File: src/lsu_consts.svh
// Width and limit macros for the load/store unit
// The split logic assumes 32-bit data with four byte lanes
// The response queue in the bus master holds exactly two entries, so the
// outstanding limit must not be raised above two
`ifndef LSU_CONSTS_SVH
`define LSU_CONSTS_SVH

// Byte address width on the instruction side and on the bus
`define LSU_ADDR_W 32

// Data word width, four byte lanes
`define LSU_DATA_W 32

// Granted bus transfers that may wait for a response at the same time
`define LSU_MAX_OUTSTANDING 2

`endif

File: src/lsu_pkg.sv
// Shared types for the load/store unit
// Addresses are byte addresses and a word holds four bytes
`include "lsu_consts.svh"

package lsu_pkg;

  // One address word, read either as a flat byte address or as a word index
  // plus the byte offset inside that word
  typedef union packed {
    logic [`LSU_ADDR_W-1:0] addr;
    struct packed {
      // Index of the aligned word
      logic [`LSU_ADDR_W-3:0] word;
      // Byte lane of the first accessed byte
      logic [1:0]             offset;
    } part;
  } lsu_addr_u;

endpackage

File: src/lsu_xfer_if.sv
// One word-aligned transfer between two stages of the load/store unit
// The source holds valid and the payload stable until ready is seen high
`timescale 1ns/1ps
`include "lsu_consts.svh"

interface lsu_xfer_if;

  // Handshake
  logic                   valid;
  logic                   ready;

  // Request payload
  logic [`LSU_ADDR_W-3:0] word_addr;
  logic                   we;
  logic [3:0]             be;
  logic [`LSU_DATA_W-1:0] wdata;

  // Metadata needed later to rebuild the load result
  logic [1:0]             offset;
  logic [1:0]             size;
  logic                   split;
  logic                   last;

  modport src (
    output valid, word_addr, we, be, wdata, offset, size, split, last,
    input  ready
  );

  modport dst (
    input  valid, word_addr, we, be, wdata, offset, size, split, last,
    output ready
  );

endinterface

File: src/lsu_obi_master.sv
// OBI-style bus master for the load/store unit
// Responses must come in order, one per grant, at least one cycle after it
// The response queue has two entries and matches the outstanding limit
// Loads are zero-extended and stores return a zero result
`timescale 1ns/1ps
`include "lsu_consts.svh"

module lsu_obi_master
  import lsu_pkg::*;
(
  input  logic                   clk,
  input  logic                   rst_n,
  lsu_xfer_if.dst                xfer_i,
  output logic                   obi_req_o,
  input  logic                   obi_gnt_i,
  output logic [`LSU_ADDR_W-1:0] obi_addr_o,
  output logic                   obi_we_o,
  output logic [3:0]             obi_be_o,
  output logic [`LSU_DATA_W-1:0] obi_wdata_o,
  input  logic                   obi_rvalid_i,
  input  logic [`LSU_DATA_W-1:0] obi_rdata_i,
  output logic                   lsu_rvalid_o,
  output logic [`LSU_DATA_W-1:0] lsu_rdata_o,
  output logic                   pending_o
);

  localparam logic [1:0] MAX_OUT = 2'(`LSU_MAX_OUTSTANDING);

  logic [1:0]               cnt_q;
  logic                     issue;
  lsu_addr_u                req_addr;

  // Response metadata queue
  logic                     q_we [2];
  logic [1:0]               q_offset [2];
  logic [1:0]               q_size [2];
  logic                     q_split [2];
  logic                     q_last [2];
  logic                     wr_ptr_q;
  logic                     rd_ptr_q;

  // Result path
  logic [`LSU_DATA_W-1:0]   first_q;
  logic [`LSU_DATA_W-1:0]   merged;
  logic [2*`LSU_DATA_W-1:0] rot_dbl;
  logic [`LSU_DATA_W-1:0]   size_mask;
  logic                     rvalid_q;
  logic [`LSU_DATA_W-1:0]   rdata_q;

  //////////////////////////////////////////////////
  // Request side
  //////////////////////////////////////////////////

  // No request is raised once the limit is reached
  assign obi_req_o    = xfer_i.valid && (cnt_q < MAX_OUT);
  assign xfer_i.ready = obi_gnt_i && (cnt_q < MAX_OUT);
  assign issue        = obi_req_o && obi_gnt_i;

  // Bus addresses are always word aligned
  assign req_addr.part.word   = xfer_i.word_addr;
  assign req_addr.part.offset = 2'b00;

  assign obi_addr_o  = req_addr.addr;
  assign obi_we_o    = xfer_i.we;
  assign obi_be_o    = xfer_i.be;
  assign obi_wdata_o = xfer_i.wdata;

  always_ff @(posedge clk or negedge rst_n) begin
    if (!rst_n) begin
      cnt_q <= 2'd0;
    end else if (issue && !obi_rvalid_i) begin
      cnt_q <= cnt_q + 2'd1;
    end else if (!issue && obi_rvalid_i) begin
      cnt_q <= cnt_q - 2'd1;
    end
  end

  //////////////////////////////////////////////////
  // Response metadata queue
  //////////////////////////////////////////////////

  always_ff @(posedge clk) begin
    if (issue) begin
      q_we[wr_ptr_q]     <= xfer_i.we;
      q_offset[wr_ptr_q] <= xfer_i.offset;
      q_size[wr_ptr_q]   <= xfer_i.size;
      q_split[wr_ptr_q]  <= xfer_i.split;
      q_last[wr_ptr_q]   <= xfer_i.last;
    end
  end

  always_ff @(posedge clk or negedge rst_n) begin
    if (!rst_n) begin
      wr_ptr_q <= 1'b0;
      rd_ptr_q <= 1'b0;
    end else begin
      if (issue) begin
        wr_ptr_q <= ~wr_ptr_q;
      end
      if (obi_rvalid_i) begin
        rd_ptr_q <= ~rd_ptr_q;
      end
    end
  end

  //////////////////////////////////////////////////
  // Load result
  //////////////////////////////////////////////////

  // The first read word of a split load waits here for the second one
  always_ff @(posedge clk) begin
    if (obi_rvalid_i && !q_last[rd_ptr_q]) begin
      first_q <= obi_rdata_i;
    end
  end

  // In a split load the first part owns the lanes from the offset upwards
  always_comb begin
    for (int i = 0; i < 4; i++) begin
      if (q_split[rd_ptr_q] && (2'(i) >= q_offset[rd_ptr_q])) begin
        merged[8*i +: 8] = first_q[8*i +: 8];
      end else begin
        merged[8*i +: 8] = obi_rdata_i[8*i +: 8];
      end
    end
  end

  // Rotate right by the offset to bring the first byte to lane 0
  assign rot_dbl = {merged, merged} >> {q_offset[rd_ptr_q], 3'b000};

  always_comb begin
    case (q_size[rd_ptr_q])
      2'd0:    size_mask = 32'h0000_00ff;
      2'd1:    size_mask = 32'h0000_ffff;
      default: size_mask = 32'hffff_ffff;
    endcase
  end

  // One result pulse per instruction, on the response of its last part
  always_ff @(posedge clk or negedge rst_n) begin
    if (!rst_n) begin
      rvalid_q <= 1'b0;
      rdata_q  <= '0;
    end else begin
      rvalid_q <= obi_rvalid_i && q_last[rd_ptr_q];
      if (obi_rvalid_i && q_last[rd_ptr_q]) begin
        rdata_q <= q_we[rd_ptr_q] ? '0 : (rot_dbl[`LSU_DATA_W-1:0] & size_mask);
      end
    end
  end

  assign lsu_rvalid_o = rvalid_q;
  assign lsu_rdata_o  = rdata_q;

  // The result cycle still counts as work in flight
  assign pending_o = (cnt_q != 2'd0) || rvalid_q;

endmodule

File: src/lsu_split_unit.sv
// Split unit: takes one load or store and emits one or two aligned transfers
// Size encoding is 0 byte, 1 half, 2 word, and 3 is treated as a word
// A new instruction is only accepted while the unit is idle
`timescale 1ns/1ps
`include "lsu_consts.svh"

module lsu_split_unit
  import lsu_pkg::*;
(
  input  logic                   clk,
  input  logic                   rst_n,
  input  logic                   lsu_valid_i,
  output logic                   lsu_ready_o,
  input  logic                   lsu_we_i,
  input  logic [1:0]             lsu_size_i,
  input  logic [`LSU_ADDR_W-1:0] lsu_addr_i,
  input  logic [`LSU_DATA_W-1:0] lsu_wdata_i,
  output logic                   busy_o,
  lsu_xfer_if.src                xfer_o
);

  // FSM encoding
  localparam logic [1:0] ST_IDLE   = 2'd0;
  localparam logic [1:0] ST_FIRST  = 2'd1;
  localparam logic [1:0] ST_SECOND = 2'd2;

  logic [1:0]               state_q;
  logic [1:0]               state_d;
  logic                     accept;

  // Registered instruction
  lsu_addr_u                addr_q;
  logic                     we_q;
  logic [1:0]               size_q;
  logic [`LSU_DATA_W-1:0]   wdata_q;

  // Decoded access
  logic [3:0]               be_base;
  logic [7:0]               be_wide;
  logic                     is_split;
  logic [2*`LSU_DATA_W-1:0] wdata_dbl;

  //////////////////////////////////////////////////
  // Instruction capture
  //////////////////////////////////////////////////

  assign lsu_ready_o = (state_q == ST_IDLE);
  assign accept      = lsu_valid_i && lsu_ready_o;
  assign busy_o      = (state_q != ST_IDLE);

  // Copy of the accepted instruction, held until its last part has left
  always_ff @(posedge clk) begin
    if (accept) begin
      addr_q.addr <= lsu_addr_i;
      we_q        <= lsu_we_i;
      size_q      <= lsu_size_i;
      wdata_q     <= lsu_wdata_i;
    end
  end

  //////////////////////////////////////////////////
  // Byte enables, split decision, write data
  //////////////////////////////////////////////////

  always_comb begin
    case (size_q)
      2'd0:    be_base = 4'b0001;
      2'd1:    be_base = 4'b0011;
      default: be_base = 4'b1111;
    endcase
  end

  // Lanes 3..0 belong to the addressed word, lanes 7..4 spill into the next one
  assign be_wide  = {4'b0000, be_base} << addr_q.part.offset;
  assign is_split = |be_wide[7:4];

  // Rotate left by the byte offset so each byte lands on its own lane
  assign wdata_dbl = {wdata_q, wdata_q} << {addr_q.part.offset, 3'b000};

  //////////////////////////////////////////////////
  // FSM
  //////////////////////////////////////////////////

  always_comb begin
    state_d = state_q;
    case (state_q)
      ST_IDLE: begin
        if (lsu_valid_i) begin
          state_d = ST_FIRST;
        end
      end
      ST_FIRST: begin
        // A split access goes on to the next word
        if (xfer_o.ready) begin
          state_d = is_split ? ST_SECOND : ST_IDLE;
        end
      end
      ST_SECOND: begin
        if (xfer_o.ready) begin
          state_d = ST_IDLE;
        end
      end
      default: state_d = ST_IDLE;
    endcase
  end

  always_ff @(posedge clk or negedge rst_n) begin
    if (!rst_n) begin
      state_q <= ST_IDLE;
    end else begin
      state_q <= state_d;
    end
  end

  // Both parts of a split access carry the same data and metadata
  assign xfer_o.valid     = (state_q != ST_IDLE);
  assign xfer_o.word_addr = (state_q == ST_SECOND) ? addr_q.part.word + 1'b1
                                                   : addr_q.part.word;
  assign xfer_o.be        = (state_q == ST_SECOND) ? be_wide[7:4] : be_wide[3:0];
  assign xfer_o.we        = we_q;
  assign xfer_o.wdata     = wdata_dbl[2*`LSU_DATA_W-1:`LSU_DATA_W];
  assign xfer_o.offset    = addr_q.part.offset;
  assign xfer_o.size      = size_q;
  assign xfer_o.split     = is_split;
  assign xfer_o.last      = !is_split || (state_q == ST_SECOND);

endmodule

File: src/lsu_top.sv
// Load/store unit top level with plain instruction and OBI ports
// A new instruction may enter while earlier transfers still wait on the bus
// lsu_busy_o covers the result cycle, so it drops after lsu_rvalid_o
`timescale 1ns/1ps
`include "lsu_consts.svh"

module lsu_top (
  input  logic                   clk,
  input  logic                   rst_n,
  // Instruction side
  input  logic                   lsu_valid_i,
  output logic                   lsu_ready_o,
  input  logic                   lsu_we_i,
  input  logic [1:0]             lsu_size_i,
  input  logic [`LSU_ADDR_W-1:0] lsu_addr_i,
  input  logic [`LSU_DATA_W-1:0] lsu_wdata_i,
  output logic                   lsu_rvalid_o,
  output logic [`LSU_DATA_W-1:0] lsu_rdata_o,
  output logic                   lsu_busy_o,
  // Bus side
  output logic                   obi_req_o,
  input  logic                   obi_gnt_i,
  output logic [`LSU_ADDR_W-1:0] obi_addr_o,
  output logic                   obi_we_o,
  output logic [3:0]             obi_be_o,
  output logic [`LSU_DATA_W-1:0] obi_wdata_o,
  input  logic                   obi_rvalid_i,
  input  logic [`LSU_DATA_W-1:0] obi_rdata_i
);

  logic split_busy;
  logic buf_full;
  logic obi_pending;

  lsu_xfer_if split_to_buf ();
  lsu_xfer_if buf_to_obi ();

  lsu_split_unit split_i (
    .clk         (clk),
    .rst_n       (rst_n),
    .lsu_valid_i (lsu_valid_i),
    .lsu_ready_o (lsu_ready_o),
    .lsu_we_i    (lsu_we_i),
    .lsu_size_i  (lsu_size_i),
    .lsu_addr_i  (lsu_addr_i),
    .lsu_wdata_i (lsu_wdata_i),
    .busy_o      (split_busy),
    .xfer_o      (split_to_buf.src)
  );

  // Absorbs a withheld grant so the split unit can finish its first part
  lsu_xfer_buffer buf_i (
    .clk    (clk),
    .rst_n  (rst_n),
    .in_i   (split_to_buf.dst),
    .out_o  (buf_to_obi.src),
    .full_o (buf_full)
  );

  lsu_obi_master obi_i (
    .clk          (clk),
    .rst_n        (rst_n),
    .xfer_i       (buf_to_obi.dst),
    .obi_req_o    (obi_req_o),
    .obi_gnt_i    (obi_gnt_i),
    .obi_addr_o   (obi_addr_o),
    .obi_we_o     (obi_we_o),
    .obi_be_o     (obi_be_o),
    .obi_wdata_o  (obi_wdata_o),
    .obi_rvalid_i (obi_rvalid_i),
    .obi_rdata_i  (obi_rdata_i),
    .lsu_rvalid_o (lsu_rvalid_o),
    .lsu_rdata_o  (lsu_rdata_o),
    .pending_o    (obi_pending)
  );

  assign lsu_busy_o = split_busy || buf_full || obi_pending;

endmodule

File: src/lsu_xfer_buffer.sv
// One-entry transfer register between the split unit and the bus master
// It takes a new entry when empty or when the held entry leaves in the same cycle
`timescale 1ns/1ps
`include "lsu_consts.svh"

module lsu_xfer_buffer (
  input  logic    clk,
  input  logic    rst_n,
  lsu_xfer_if.dst in_i,
  lsu_xfer_if.src out_o,
  output logic    full_o
);

  logic                   full_q;
  logic                   push;
  logic                   pop;

  // Held transfer
  logic [`LSU_ADDR_W-3:0] word_addr_q;
  logic                   we_q;
  logic [3:0]             be_q;
  logic [`LSU_DATA_W-1:0] wdata_q;
  logic [1:0]             offset_q;
  logic [1:0]             size_q;
  logic                   split_q;
  logic                   last_q;

  //////////////////////////////////////////////////
  // Occupancy
  //////////////////////////////////////////////////

  assign pop       = full_q && out_o.ready;
  assign in_i.ready = !full_q || out_o.ready;
  assign push      = in_i.valid && in_i.ready;

  always_ff @(posedge clk or negedge rst_n) begin
    if (!rst_n) begin
      full_q <= 1'b0;
    end else if (push) begin
      full_q <= 1'b1;
    end else if (pop) begin
      full_q <= 1'b0;
    end
  end

  // The entry is overwritten in the same cycle it drains
  always_ff @(posedge clk) begin
    if (push) begin
      word_addr_q <= in_i.word_addr;
      we_q        <= in_i.we;
      be_q        <= in_i.be;
      wdata_q     <= in_i.wdata;
      offset_q    <= in_i.offset;
      size_q      <= in_i.size;
      split_q     <= in_i.split;
      last_q      <= in_i.last;
    end
  end

  //////////////////////////////////////////////////
  // Output side
  //////////////////////////////////////////////////

  assign out_o.valid     = full_q;
  assign out_o.word_addr = word_addr_q;
  assign out_o.we        = we_q;
  assign out_o.be        = be_q;
  assign out_o.wdata     = wdata_q;
  assign out_o.offset    = offset_q;
  assign out_o.size      = size_q;
  assign out_o.split     = split_q;
  assign out_o.last      = last_q;
  assign full_o          = full_q;

endmodule

File: config.mk
export PLATFORM = sky130hd
export DESIGN_NAME = lsu_top
export DESIGN_NICKNAME = d
export VERILOG_FILES = /design/src/lsu_pkg.sv /design/src/lsu_xfer_if.sv /design/src/lsu_obi_master.sv /design/src/lsu_split_unit.sv /design/src/lsu_top.sv /design/src/lsu_xfer_buffer.sv
export VERILOG_INCLUDE_DIRS = /design/src
export SDC_FILE = /design/constraint.sdc
export NUM_CORES = 1
export LEC_CHECK = 0
export ABC_CLOCK_PERIOD_IN_PS = 3900
export BUFFER_PORTS_ARGS = -buffer_cell sky130_fd_sc_hd__buf_2
export CAP_MARGIN = 20
export CORE_MARGIN = 10
export CORE_UTILIZATION = 32
export CTS_CLUSTER_DIAMETER = 200
export DETAILED_ROUTE_END_ITERATION = 12
export GPL_TIMING_DRIVEN = 0
export HOLD_SLACK_MARGIN = 0.06
export PLACE_DENSITY = 0.57
export SLEW_MARGIN = 0
export SYNTH_ARGS = -nofsm -noshare
export SYNTH_HDL_FRONTEND = slang
export SYNTH_HIERARCHICAL = 1
export SYNTH_SLANG_ARGS = --single-unit
File: constraint.sdc
create_clock -name clk -period 3.9 [get_ports clk]
set_input_delay 0.78 -clock clk [delete_from_list [all_inputs] [get_ports clk]]
set_output_delay 0.78 -clock clk [all_outputs]
set_load 0.005 [all_outputs]
After elaboration in Yosys (flattened, before gate mapping)
Memory sizes are Yosys's and may differ from the RTL's.
Cells that the tools add are included.
- register bits after elaboration: 212
- memory bits (writable): 14
- bits of input ports: 104
- output and inout port bits: 105
- word-level logic and storage cells: 99
- memories: 5
- memory list (memory ; depth ; width ; read ports ; clocked after Yosys merged registers in ; write ports ; line ; RTL):
    obi_i.q_offset ; 2 ; 2 ; 1 ; 0 ; 1 ; lsu_obi_master.sv:35 ; logic [1:0] q_offset [2];
    obi_i.q_size ; 2 ; 2 ; 1 ; 0 ; 1 ; lsu_obi_master.sv:36 ; logic [1:0] q_size [2];
    obi_i.q_last ; 2 ; 1 ; 1 ; 0 ; 1 ; lsu_obi_master.sv:38 ; logic q_last [2];
    obi_i.q_split ; 2 ; 1 ; 1 ; 0 ; 1 ; lsu_obi_master.sv:37 ; logic q_split [2];
    obi_i.q_we ; 2 ; 1 ; 1 ; 0 ; 1 ; lsu_obi_master.sv:34 ; logic q_we [2];
- add/subtract/negate cells: 3
- order comparisons: 5
- equality and inequality tests: 7
- shifts and indexed selects: 3
- multiplexer cells: 20
- bitwise logic cells: 3
- reduce and logical (&&, ||, !) cells: 33
- operators by type and width (cell ; number):
    $pmux W32 S2 ; 1
    $shl A64 B5 Y64 ; 1
    $shr A64 B5 Y32 ; 1
    $and A32 B32 Y32 ; 1
    $mux W32 ; 1
    $mux W8 ; 4
    $add A30 B1 Y30 const B ; 1
    $mux W30 ; 1
    $logic_and A1 B1 Y1 ; 14
    $mux W2 ; 6
    $pmux W4 S2 ; 1
    $reduce_bool A2 Y1 ; 4
    $shl A4 B2 Y8 ; 1
    $eq A2 B1 Y1 const B ; 3
    $logic_not A2 Y1 ; 3
    $pmux W2 S3 ; 1
    $logic_not A1 Y1 ; 5
    $logic_or A1 B1 Y1 ; 5
    $ge A1 B2 Y1 const A ; 2
    $ge A2 B2 Y1 const A ; 2
    $mux W1 ; 4
    $mux W4 ; 1
    $ne A2 B1 Y1 const B ; 2
    $reduce_or A4 Y1 ; 1
    7 further kinds ; 8

Longest topological paths before layout
Gate-level depths: netlist of the first run.
- depth in word-level cells: 7
- mapped depth: 7
- mapped depth without buffers: 7

Hierarchy
Netlist of the first run, hierarchy kept.
- by module, submodules not included (module ; times used ; cells each ; area an instance (um^2) ; sequential area each (um^2)):
    lsu_obi_master ; 1 ; 354 ; 4473.0 ; 2307.2
    lsu_split_unit ; 1 ; 230 ; 3624.7 ; 2062.0
    lsu_xfer_buffer ; 1 ; 78 ; 2253.4 ; 2217.1
    lsu_top ; 1 ; 1 ; 6.3 ; 0.0

Least setup slack after synthesis of the first run
OpenSTA, ideal clock, no wires.
- path kind: reg-to-reg
- start: reg split_i.state_q[1]
- end: reg split_i/addr_q[0] in the netlist's numbering (enable)
- library setup time: 0.432 ns
- arrival time: 2.361 ns
- required time: 3.468 ns
- slack: 1.107 ns
- cell stages (with the launch flop): 4
- buffers on the path: 0
- period minus slack after synthesis: 2.793 ns
- path through: dfrtp_1 -> or2_2 -> inv_1 -> and2_1
- cells in the longest elaborated chain, start to end: 2
- ends and longest elaborated chain (item ; line ; RTL):
    start: declaration ; lsu_split_unit.sv:27 ; logic [1:0] state_q;
    start signal: assignment ; lsu_split_unit.sv:111 ; state_q <= state_d;
    $logic_not A2 Y1 ; lsu_split_unit.sv:47 ; assign lsu_ready_o = (state_q == ST_IDLE);
    named net lsu_ready_o ; lsu_top.sv:12 ; output logic lsu_ready_o,
    $logic_and A1 B1 Y1 ; lsu_split_unit.sv:48 ; assign accept = lsu_valid_i && lsu_ready_o;
    named net split_i.accept ; lsu_split_unit.sv:29 ; logic accept;
    end: declaration ; lsu_split_unit.sv:32 ; lsu_addr_u addr_q;
The timed path passes the listed nets, and every way through them passes these cells.
A chain may end at the register's enable or synchronous reset.

Worst setup path after layout of the first run
- start: reg obi_i.cnt_q[0]
- end: out lsu_busy_o
- cells in the longest elaborated chain, start to end: 3
- ends and longest elaborated chain (item ; line ; RTL):
    start: declaration ; lsu_obi_master.sv:29 ; logic [1:0] cnt_q;
    start signal: assignment ; lsu_obi_master.sv:72 ; cnt_q <= cnt_q + 2'd1;
    start signal: assignment ; lsu_obi_master.sv:74 ; cnt_q <= cnt_q - 2'd1;
    $reduce_bool A2 Y1 ; lsu_obi_master.sv:156 ; assign pending_o = (cnt_q != 2'd0) || rvalid_q;
    $logic_or A1 B1 Y1 ; lsu_obi_master.sv:156 ;
    named net obi_pending ; lsu_top.sv:33 ; logic obi_pending;
    $logic_or A1 B1 Y1 ; lsu_top.sv:77 ; assign lsu_busy_o = split_busy || buf_full || obi_pending;
    end: declaration ; lsu_top.sv:19 ; output logic lsu_busy_o,
The timed path passes the listed nets, and every way through them passes these cells.

==> impl_results.md, run 1 <==
- Status: complete, no violations
- Worst-path fanout max: 3
- Hold violation count in the final report: 0
- Synthesis warning total: 6
- Sequential share of power: 43.2%
- CTS sink cnt: 226
- WHS: 398 ps
- Combinational Power Share: 31.1%
- Final Critical Period: 2620 ps
- Largest family of logic cells by synthesized area: multiplexers
- Slew Viols, Final: 0
- Drt first pass iters: 7
- Layout cells sized above 1: 44.9%
- Vias in the first global route: 6763
- RSZ-0062 raised after global routing: false
- WP buf/inv: 1
- Total number of vias: 6494
- CTS H-Tree Depth: 1
- Slew HR: 35.2%
- Count leader, synth: edfxtp_1
- VDD IR max: 0.000412 V
- Synth Area in XOR/XNOR: 2.88%
- Int Pwr: 6.34 mW
- Switching power: 2.83 mW
- Post-Synth Simple-Gate Area: 6.54%
- Most common cell on crit path: or3_1
- Nets@finish: 1005
- Setup crit start kind: flop
- IO Port Bufs: 206
- Pleak: 5.12 nW
- Synth Area in Compound Gates: 3.74%
- Global-route wire length before repair: 39.4 mm
- Die Area: 40000 um2
- Clk_lat worst skew: 540 ps
- Overflow after GRT: 0
- Top FF cell, synth: edfxtp_1
- Critical path capture point type: primary output
- Final core utilization: 40.2%
- Die Wd: 200 um
- CTS Hold Bufs: 0
- TritonCTS clock tree: yes
- Critical path required time: 3120 ps
- Sequential share of the synthesized area: 63.6%
- # fillers: 2990
- Max Buffers Root-to-Sink: 3
- Worst-path clk slew: 60 ps
- DRC: 0
- Synth Area in Adders: 0.242%
- Cell area after synthesis: 10400 um2
- Sequential cell area: 6590 um2
- Worst-Margin Slew: 971 ps
- Drt first-iter violations: 447
- Top cells by area, synth: edfxtp_1, dfrtp_1, mux4_2
- Critical path's slowest cell: dfrtp_1
- Gpl congestion: 0.807
- Core Box Area: 31700 um2
- Initial antenna violation count: 0
- Yosys reg bits: 226
- Top-area cell type share of the netlist area: 53.9%
- Area grow syn2layout: 23.1%
- CP top delay family: simple AND/OR/NAND/NOR gates
- Yosys top cell by area: edfxtp_1
- Multi-input gate area: 3040 um2
- Detailed Route WL: 26.0 mm
- Slowest stage delay, CP: 410 ps
- Yosys cell types: 48
- Setup Fix Bufs, Post-CTS: 0
- Pwr dens: 720 nW/um2
- Clk root buf: clkbuf_16
- Overall Power: 9.17 mW
- Syn avg cell area: 15.6 um2
- CTS Buf Count: 27
- Largest net degree at the start of global routing: 74
- CP arrival: 1840 ps
- Clock power frac: 25.8%
- DPL Wire Length: 18.7 mm
- Sw frac: 30.8%
- Starting Density: 32.7%
- WS Path Type: reg -> out
- Period utilization: 67.1%
- HP Class: in -> async
- Setup_tns: 0 ps
- Post-synthesis mux area share: 15.8%
- Post-synth top cells: edfxtp_1, buf_4, nand2_1
- Max Cap Viol: 0
- Post-CTS Resized: 0
- CP cell instances: or3_1 -> or3_1 -> buf_2
- Die height: 200 um
- Final setup fails: 0
- DRT antenna net count: 0
- Setup Skew: 13.1 ps
- Asr flop ratio synth: 17.7%
- Gr usage total: 12.7%
- Post-synthesis cell count: 663
- Routed wire per std cell: 19.7 um
- Peak Freq: 382 MHz
- # rows: 65
- Via density: 4.91
- EDFF count, synth: 186
- IO Pins: 209
worst register-to-register path, stage by stage (launching register included):
cell,delay [ps]
dfrtp_1,340
buf_6,150
mux2i_4,490
buf_2,430
mux2_2,410
mux2i_1,240
o221ai_1,180
cell usage in the layout, fill, tap and decap left out, drive strengths merged, types with 29 or more instances in the layout:
master	n
buf	300
clkbuf	40
dfrtp	40
edfxtp	186
mux2	33
mux2i	52
mux4	32
nand2	52
o221ai	32
xnor2	29
worst paths after layout:
| check | to | slack (ps) | from | cells past startpoint |
|---|---|---|---|---|
| max | lsu_busy_o | 1280 | obi_i/cnt_q[0]$_DFFE_PN0P_ | 3 |
| min | obi_i/lsu_rdata_o[3]$_DFFE_PN0P_ | 400 | rst_n | 1 |
| max reg2reg | obi_i/lsu_rdata_o[5]$_DFFE_PN0P_ | 1530 | obi_i/rd_ptr_q$_DFFE_PN0P_ | 6 |
| min reg2reg | buf_i/out_o.we$_DFFE_PP_ | 430 | split_i/xfer_o.we$_DFFE_PP_ | 0 |
| max in group asynchronous | buf_i/full_o$_DFFE_PN0P_ | 2900 | rst_n | 1 |
| min in group clk | split_i/addr_q[17]$_DFFE_PP_ | 410 | lsu_addr_i[17] | 1 |
per-layer routing:
layer	wire (um)	global-route usage, %	up-vias
met4	432	2.86	0
met5	0	0	-
li1	-	-	2965
met3	2580	3.85	28
met1	11400	17.3	3223
met2	11600	19.3	278
cell families after synthesis:
kind of cell	count (synthesis)
flip-flops	226
adder cells (fa/ha/maj)	2
multiplexers	117
AO/OA/AOI/OAI	47
other	1
XOR/XNOR	34
AND/OR/NAND/NOR	128
buffers and inverters	108
per-stage QoR:
step / std cells / worst slack (ps) / cell area [um2]
CTS: 1322 / 1230 / 12700
floorplan: 664 / 1110 / 10400
detailed placement: 1272 / 1370 / 11900
finish: 1323 / 1280 / 12700
global route: 1322 / 1210 / 12700
global placement: 1272 / 326 / 11900
power by group through the flow:
| stage | Clock [mW] | Sequential [mW] | Combinational (mW) |
|---|---|---|---|
| after floorplan | 0 | 3.89 | 1.89 |
| after global placement | 0 | 3.99 | 2.86 |
| after detailed placement | 0 | 3.99 | 2.89 |
| after CTS | 2.44 | 3.96 | 2.90 |
| after global routing | 2.54 | 4.04 | 3.12 |
| final | 2.36 | 3.96 | 2.85 |
registers in the layout (all words and copies together) (netlist names), 4 cells and up:
register / cells
buf_i/out_o.wdata: 32
obi_i/first_q: 32
obi_i/lsu_rdata_o: 32
split_i/addr_q: 32
split_i/wdata_q: 32
buf_i/out_o.word_addr: 30
buf_i/out_o.be: 4
obi_i/q_offset: 4
obi_i/q_size: 4
area by class of cell:
cell class / count / share of cell area (%)
clock inverter: 16 / 0.893
multi-input combinational: 330 / 23.8
clock buffer: 34 / 5.75
timing repair buffer: 206 / 8.09
sequential: 226 / 51.7
buffer: 100 / 5.58
tap: 402 / 3.95
inverter: 8 / 0.236
antenna: 1 / 0.0196
Note: power is estimated with default switching activity, not from simulation.
==> run 2: changes to the inputs <==
ABC_AREA = 1   (was not set)
ABC_CLOCK_PERIOD_IN_PS = 2700   (was 3900)
clock period = 2.7 ns   (was 3.9 ns; I/O delays follow)
==> impl_results.md, run 2 <==
- Drt first-iter violations: 563 (was 447)
- Post-synth top cells: nand2_1, edfxtp_1, nand3_1 (was edfxtp_1, buf_4, nand2_1)
- IO Pins: 209 (unchanged)
- Count leader, synth: nand2_1 (was edfxtp_1)
- Asr flop ratio synth: 17.7% (unchanged)
- Overflow after GRT: 0 (unchanged)
- Layout cells sized above 1: 29.1% (was 44.9%)
- TritonCTS clock tree: yes (unchanged)
- Critical path required time: 2160 ps (was 3120 ps)
- Most frequent cells in the layout: buf_2, nand2_1, edfxtp_1 (was buf_2, edfxtp_1, buf_4)
- CTS sink cnt: 226 (unchanged)
- Max Buffers Root-to-Sink: 3 (unchanged)
- Beginning of the critical path: split_i/state_q[0]$_DFFE_PN0P_ (was obi_i/cnt_q[0]$_DFFE_PN0P_)
- Die Area: 42000 um2 (was 40000 um2)
- EDFF count, synth: 186 (unchanged)
- Sequential share of the synthesized area: 60.2% (was 63.6%)
- Slew Viols, Final: 0 (unchanged)
- Yosys cell types: 35 (was 48)
- Period utilization: 75.5%
- Post-synthesis cell count: 1044 (was 663)
- Worst-Margin Slew: 881 ps (was 971 ps)
- Pre-CTS worst setup slack: 593 ps (was 1370 ps)
- Setup Skew: 15.1 ps (was 13.1 ps)
- Yosys reg bits: 226 (unchanged)
- Hold violation count in the final report: 0 (unchanged)
- DPL Wire Length: 23.7 mm (was 18.7 mm)
- Top-area cell type share of the netlist area: 51.0% (was 53.9%)
- Yosys top cell by area: edfxtp_1 (unchanged)
- Max Cap Viol: 0 (unchanged)
- Largest net degree at the start of global routing: 41 (was 74)
- CP cell instances: nor2_1 -> inv_1 -> nor2_1 -> nand2_1 -> buf_2 (was or3_1 -> or3_1 -> buf_2)
- Setup crit start kind: flop (unchanged)
- DRT antenna net count: 0 (unchanged)
- Pleak: 6.09 nW (was 5.12 nW)
- Via density: 4.64 (was 4.91)
- WS Path Type: reg -> out (unchanged)
- Slew HR: 41.3% (was 35.2%)
- Detailed Route WL: 31.1 mm (was 26.0 mm)
- Design area: 13600 um2 (was 12700 um2)
- Die height: 205 um (was 200 um)
- Top FF cell, synth: edfxtp_1 (unchanged)
- Post-CTS Resized: 0 (unchanged)
- Drt first pass iters: 5 (was 7)
- Worst-path clk slew: 60 ps (about the same)
- Nets@finish: 1391 (was 1005)
- Cell area after synthesis: 10900 um2 (was 10400 um2)
- Die Wd: 205 um (was 200 um)
- Gpl congestion: 0.901 (was 0.807)
- Most common cell on crit path: nor2_1 (was or3_1)
- Vias in the first global route: 8086 (was 6763)
- Critical path capture point type: primary output (unchanged)
- Critical path's slowest cell: dfrtp_1 (unchanged)
- IO Port Bufs: 206 (unchanged)
- VDD IR max: 0.000559 V (was 0.000412 V)
- WHS: 117 ps (was 398 ps)
- Routed wire per std cell: 17.7 um (was 19.7 um)
- Worst-path fanout max: 4 (was 3)
- Syn avg cell area: 10.5 um2 (was 15.6 um2)
- DRC: 0 (unchanged)
- CTS Hold Bufs: 0 (unchanged)
- R2r startpoint: split_i/state_q[0]$_DFFE_PN0P_ (was obi_i/rd_ptr_q$_DFFE_PN0P_)
- Final Critical Period: 2040 ps
- Top cells by area, synth: edfxtp_1, dfrtp_1, nand3_1 (was edfxtp_1, dfrtp_1, mux4_2)
- CTS H-Tree Depth: 1 (unchanged)
- Commonest non-fill, non-tap cell in the layout: buf_2 (unchanged)
- Initial antenna violation count: 1 (was 0)
- Pwr dens: 1060 nW/um2 (was 720 nW/um2)
- CTS Buf Count: 26 (was 27)
- Global-route wire length before repair: 46.7 mm (was 39.4 mm)
- # rows: 67 (was 65)
- Core Box Area: 33600 um2 (was 31700 um2)
- Clk root buf: clkbuf_16 (unchanged)
- Clk_lat worst skew: 540 ps (about the same)
- Gr usage total: 14.3% (was 12.7%)
- Antenna cells: 0 (was 1)
- Peak Freq: 491 MHz
- RSZ-0062 raised after global routing: false (unchanged)
- Placed Area: 12700 um2 (was 11900 um2)
- HP Class: in -> async (unchanged)
- CP arrival: 1500 ps (was 1840 ps)
- Final setup fails: 0 (unchanged)
- Synthesis warning total: 6 (unchanged)
- Starting Density: 32.6% (was 32.7%)
- Slowest stage delay, CP: 410 ps (about the same)
- Status: complete, no violations (unchanged)
- Area grow syn2layout: 24.5% (was 23.1%)
- Setup slack after layout: 662 ps (was 1280 ps)
- Total number of vias: 8139 (was 6494)
- Setup Fix Bufs, Post-CTS: 0 (unchanged)
-- run 2: metrics by stage --
stage          util, %  power, mW  TNS [ps]  cells
5_1_grt           40.5       15.3         0   1753
2_1_floorplan        -       8.76         0   1045
4_1_cts           40.5       14.6         0   1753
3_5_place_dp      37.8       10.9         0   1705
3_3_place_gp      37.4       10.6    -62080   1699
6_report          40.5       14.4         0   1753
-- run 2: logic make-up after synthesis --
logic type | count (synthesis) | synth area share [%]
AO/OA/AOI/OAI | 59 | 3.11
XOR/XNOR | 24 | 1.92
adder cells (fa/ha/maj) | 2 | 0.229
buffers and inverters | 217 | 10.6
flip-flops | 226 | 60.2
multiplexers | 32 | 2.93
other | 1 | 0.0343
AND/OR/NAND/NOR | 483 | 21.0
-- run 2: final cells by class --
cell class	instances	area [um2]
Tap cell	448	561
Buffer	111	758
Fill cell	3290	20000
Clock buffer	35	768
Multi-Input combinational cell	602	3230
Clock inverter	13	136
Sequential cell	226	6590
Timing Repair Buffer	212	1180
Inverter	106	398
-- run 2: worst paths after layout --
path,cells after the start,end,slack [ps]
max,5,lsu_busy_o,660
min,1,obi_i/lsu_rdata_o[25]$_DFFE_PN0P_,120
max reg2reg,7,buf_i/out_o.wdata[22]$_DFFE_PP_,720
min reg2reg,0,buf_i/out_o.we$_DFFE_PP_,430
max in group asynchronous,1,obi_i/rd_ptr_q$_DFFE_PN0P_,2020
min in group clk,1,split_i/wdata_q[9]$_DFFE_PP_,160
-- run 2: critical path, delay by kind of cell (launching register included) --
kind	cells	cell delay [ps]
buffers and inverters	2	250
flip-flops	1	410
AND/OR/NAND/NOR	3	300
-- run 2: power breakdown --
group / switching, mW / internal (mW)
registers: 0.437 / 5.06
clock network: 1.44 / 2.19
logic: 3.27 / 2.02
-- run 2: layer usage --
metal | global-route usage (%) | share of wire, % | vias to the layer above
li1 | - | - | 3951
met5 | 0 | 0.064 | -
met1 | 18.3 | 43 | 3833
met4 | 3.83 | 2.5 | 2
met2 | 23.6 | 47 | 301
met3 | 3.41 | 7.8 | 52
==> run 3: changes to the inputs <==
ABC_CLOCK_PERIOD_IN_PS = 1750   (was 2700)
PLACE_DENSITY = 0.59   (was 0.57)
clock period = 1.75 ns   (was 2.7 ns; I/O delays follow)
==> impl_results.md, run 3 (synthesis results as in run 2) <==
- Status: complete, but fails checks (was complete, no violations)
- Failing checks: setup timing
- Nets@finish: 1521 (was 1391)
- Largest net degree at the start of global routing: 41 (unchanged)
- R2r worst-path depth: 9 (was 7)
- DRC: 0 (unchanged)
- Initial antenna violation count: 1 (unchanged)
- Layout cells sized above 1: 33.8% (was 29.1%)
- Setup_tns: -17.7 ps (was 0 ps)
- Critical path capture point type: flop (was primary output)
- WS Path Type: reg -> reg (was reg -> out)
- CP cell instances: inv_4 -> or2_1 -> o21ai_2 -> nor2_4 -> nand3_4 -> nor2_4 -> clkbuf_16 -> nand3_2 -> nand2_1 (was nor2_1 -> inv_1 -> nor2_1 -> nand2_1 -> buf_2)
- Commonest non-fill, non-tap cell in the layout: buf_2 (unchanged)
- IO Port Bufs: 206 (unchanged)
- WHS Path Cells: 3
- CTS H-Tree Depth: 1 (unchanged)
- # fillers: 3076 (was 3290)
- Detailed Route WL: 33.9 mm (was 31.1 mm)
- CP top delay family: simple AND/OR/NAND/NOR gates (was flip-flops)
- Worst-path fanout max: 5 (was 4)
- Global-route wire length before repair: 50.8 mm (was 46.7 mm)
- WP buf/inv: 2 (unchanged)
- WHS: 110 ps (was 117 ps)
- Drt first pass iters: 5 (unchanged)
- Placed instance count: 1703 (was 1705)
- Critical path's slowest cell: dfrtp_2 (was dfrtp_1)
- Overflow after GRT: 0 (unchanged)
- Overall Power: 23.8 mW (was 14.4 mW)
- Design area: 15400 um2 (was 13600 um2)
- RSZ-0062 raised after global routing: true (was false)
- Gpl congestion: 0.893 (was 0.901)
- Slowest stage delay, CP: 460 ps (was 410 ps)
- CTS sink cnt: 226 (unchanged)
- Peak Freq: 566 MHz
- HP Class: in -> reg (was in -> async)
- Hold violation count in the final report: 0 (unchanged)
- Pwr dens: 1550 nW/um2 (was 1060 nW/um2)
- Slew HR: 38.8% (was 41.3%)
- Setup slack, reg-to-reg: -20 ps (was 720 ps)
- Worst-path clk slew: 60 ps (about the same)
- Placed Area: 12700 um2 (about the same)
- Die Area: 42000 um2 (unchanged)
- Finished Layout Cells: 1883 (was 1753)
- Most frequent cells in the layout: buf_2, edfxtp_1, nand2_1 (was buf_2, nand2_1, edfxtp_1)
- # rows: 67 (unchanged)
- Clk root buf: clkbuf_16 (unchanged)
- Via density: 4.73 (was 4.64)
- Gr usage total: 15.5% (was 14.3%)
- Worst setup endpoint: obi_i/lsu_rdata_o[24]$_DFFE_PN0P_ (was lsu_busy_o)
- CP arrival: 2250 ps (was 1500 ps)
- Pleak: 6.79 nW (was 6.09 nW)
- Max Cap Viol: 0 (unchanged)
- VDD IR max: 0.000877 V (was 0.000559 V)
- Final Critical Period: 1770 ps
- Pre-CTS worst setup slack: -458 ps (was 593 ps)
- Final setup fails: 1 (was 0)
- Clk_lat worst skew: 570 ps (was 540 ps)
- Core Box Area: 33600 um2 (unchanged)
- Final core utilization: 45.8% (was 40.5%)
- Setup slack after layout: -17.7 ps (was 662 ps)
- Period utilization: 101%
- Starting Density: 32.6% (unchanged)
- Most common cell on crit path: nor2_4 (was nor2_1)
- TritonCTS clock tree: yes (unchanged)
- CTS Buf Count: 26 (unchanged)
- DPL Wire Length: 23.8 mm (was 23.7 mm)
- Die Wd: 205 um (unchanged)
- Worst r2r dst: obi_i/lsu_rdata_o[24]$_DFFE_PN0P_ (was buf_i/out_o.wdata[22]$_DFFE_PP_)
- IO Pins: 209 (unchanged)
- Area grow syn2layout: 40.6% (was 24.5%)
- Max Buffers Root-to-Sink: 3 (unchanged)
- Worst-Margin Slew: 918 ps (was 881 ps)
- Die height: 205 um (unchanged)
- Setup crit start kind: flop (unchanged)
- Vias in the first global route: 8903 (was 8086)
- DRT antenna net count: 0 (unchanged)
- Drt first-iter violations: 575 (was 563)
- Antenna cells: 0 (unchanged)
- Slew Viols, Final: 0 (unchanged)
- Total number of vias: 8899 (was 8139)
- Critical path required time: 2240 ps (was 2160 ps)
- Critical path depth: 9 (was 5)
- Routed wire per std cell: 18.0 um (was 17.7 um)
- R2r startpoint: obi_i/rd_ptr_q$_DFFE_PN0P_ (was split_i/state_q[0]$_DFFE_PN0P_)
- Beginning of the critical path: obi_i/rd_ptr_q$_DFFE_PN0P_ (was split_i/state_q[0]$_DFFE_PN0P_)
- Setup Skew: 25.4 ps (was 15.1 ps)
-- run 3: cell types whose count changed in the layout (fill, tap and decap cells not counted), moves of 4 or more --
cell | previous run | this run
nand2_4 | 4 | 8
buf_4 | 81 | 103
nand3_1 | 169 | 122
buf_12 | 2 | 7
buf_2 | 224 | 210
nor2_1 | 54 | 50
clkbuf_2 | 0 | 4
nand2_1 | 194 | 184
dlygate4sd3_1 | 0 | 101
nand3_4 | 1 | 7
clkinv_1 | 5 | 1
buf_6 | 2 | 12
nand3_2 | 2 | 43
-- run 3: area by class of cell --
| type | instances | area [um2] | area share (%) |
|---|---|---|---|
| Buffer | 111 | 886 | 5.76 |
| Inverter | 106 | 403 | 2.62 |
| Clock inverter | 10 | 106 | 0.691 |
| Timing Repair Buffer | 339 | 2420 | 15.8 |
| Tap cell | 448 | 561 | 3.64 |
| Sequential cell | 226 | 6590 | 42.8 |
| Multi-Input combinational cell | 604 | 3640 | 23.7 |
| Clock buffer | 38 | 767 | 4.98 |
| Timing Repair inverter | 1 | 7.51 | 0.0488 |
-- run 3: worst reg2reg max path, cell delays in order, from the launching register on --
cell and delay (ps):
dfrtp_2 460, inv_4 100, or2_1 120, o21ai_2 70
nor2_4 160, nand3_4 120, nor2_4 260, clkbuf_16 230
nand3_2 110, nand2_1 70
-- run 3: worst min path at each step --
stage                                     start                             end
floorplan                                 rst_n        buf_i/full_o$_DFFE_PN0P_
global placement    split_i/xfer_o.we$_DFFE_PP_        buf_i/out_o.we$_DFFE_PP_
detailed placement  split_i/xfer_o.we$_DFFE_PP_        buf_i/out_o.we$_DFFE_PP_
CTS                                 lsu_valid_i  split_i/state_q[0]$_DFFE_PN0P_
global route                        lsu_valid_i  split_i/state_q[0]$_DFFE_PN0P_
finish                              lsu_valid_i  split_i/state_q[0]$_DFFE_PN0P_
-- run 3: repair_timing --
item,CTS,global route
hold buffers,101,0
endpoints found under the setup margin,151,54
buffers inserted,11,14
cloned,2,4
endpoints found under the hold margin,140,0
pin swaps,5,21
gates resized for setup,36,100
-- run 3: layer usage --
layer	part of all wire (%)	up-vias	wire length [um]	global-route usage [%]
li1	-	4241	-	-
met1	43	4280	14400	20.1
met2	47	313	16100	25.6
met3	6.6	63	2250	3.00
met5	0.059	-	20	0
met4	3.2	2	1100	4.49
-- run 3: where the power goes --
| group | internal [mW] | switching (mW) | total, mW |
|---|---|---|---|
| clock | 3.20 | 2.26 | 5.46 |
| sequential | 7.82 | 0.696 | 8.51 |
| combinational | 4.02 | 5.82 | 9.84 |
| total | 15.0 | 8.77 | 23.8 |
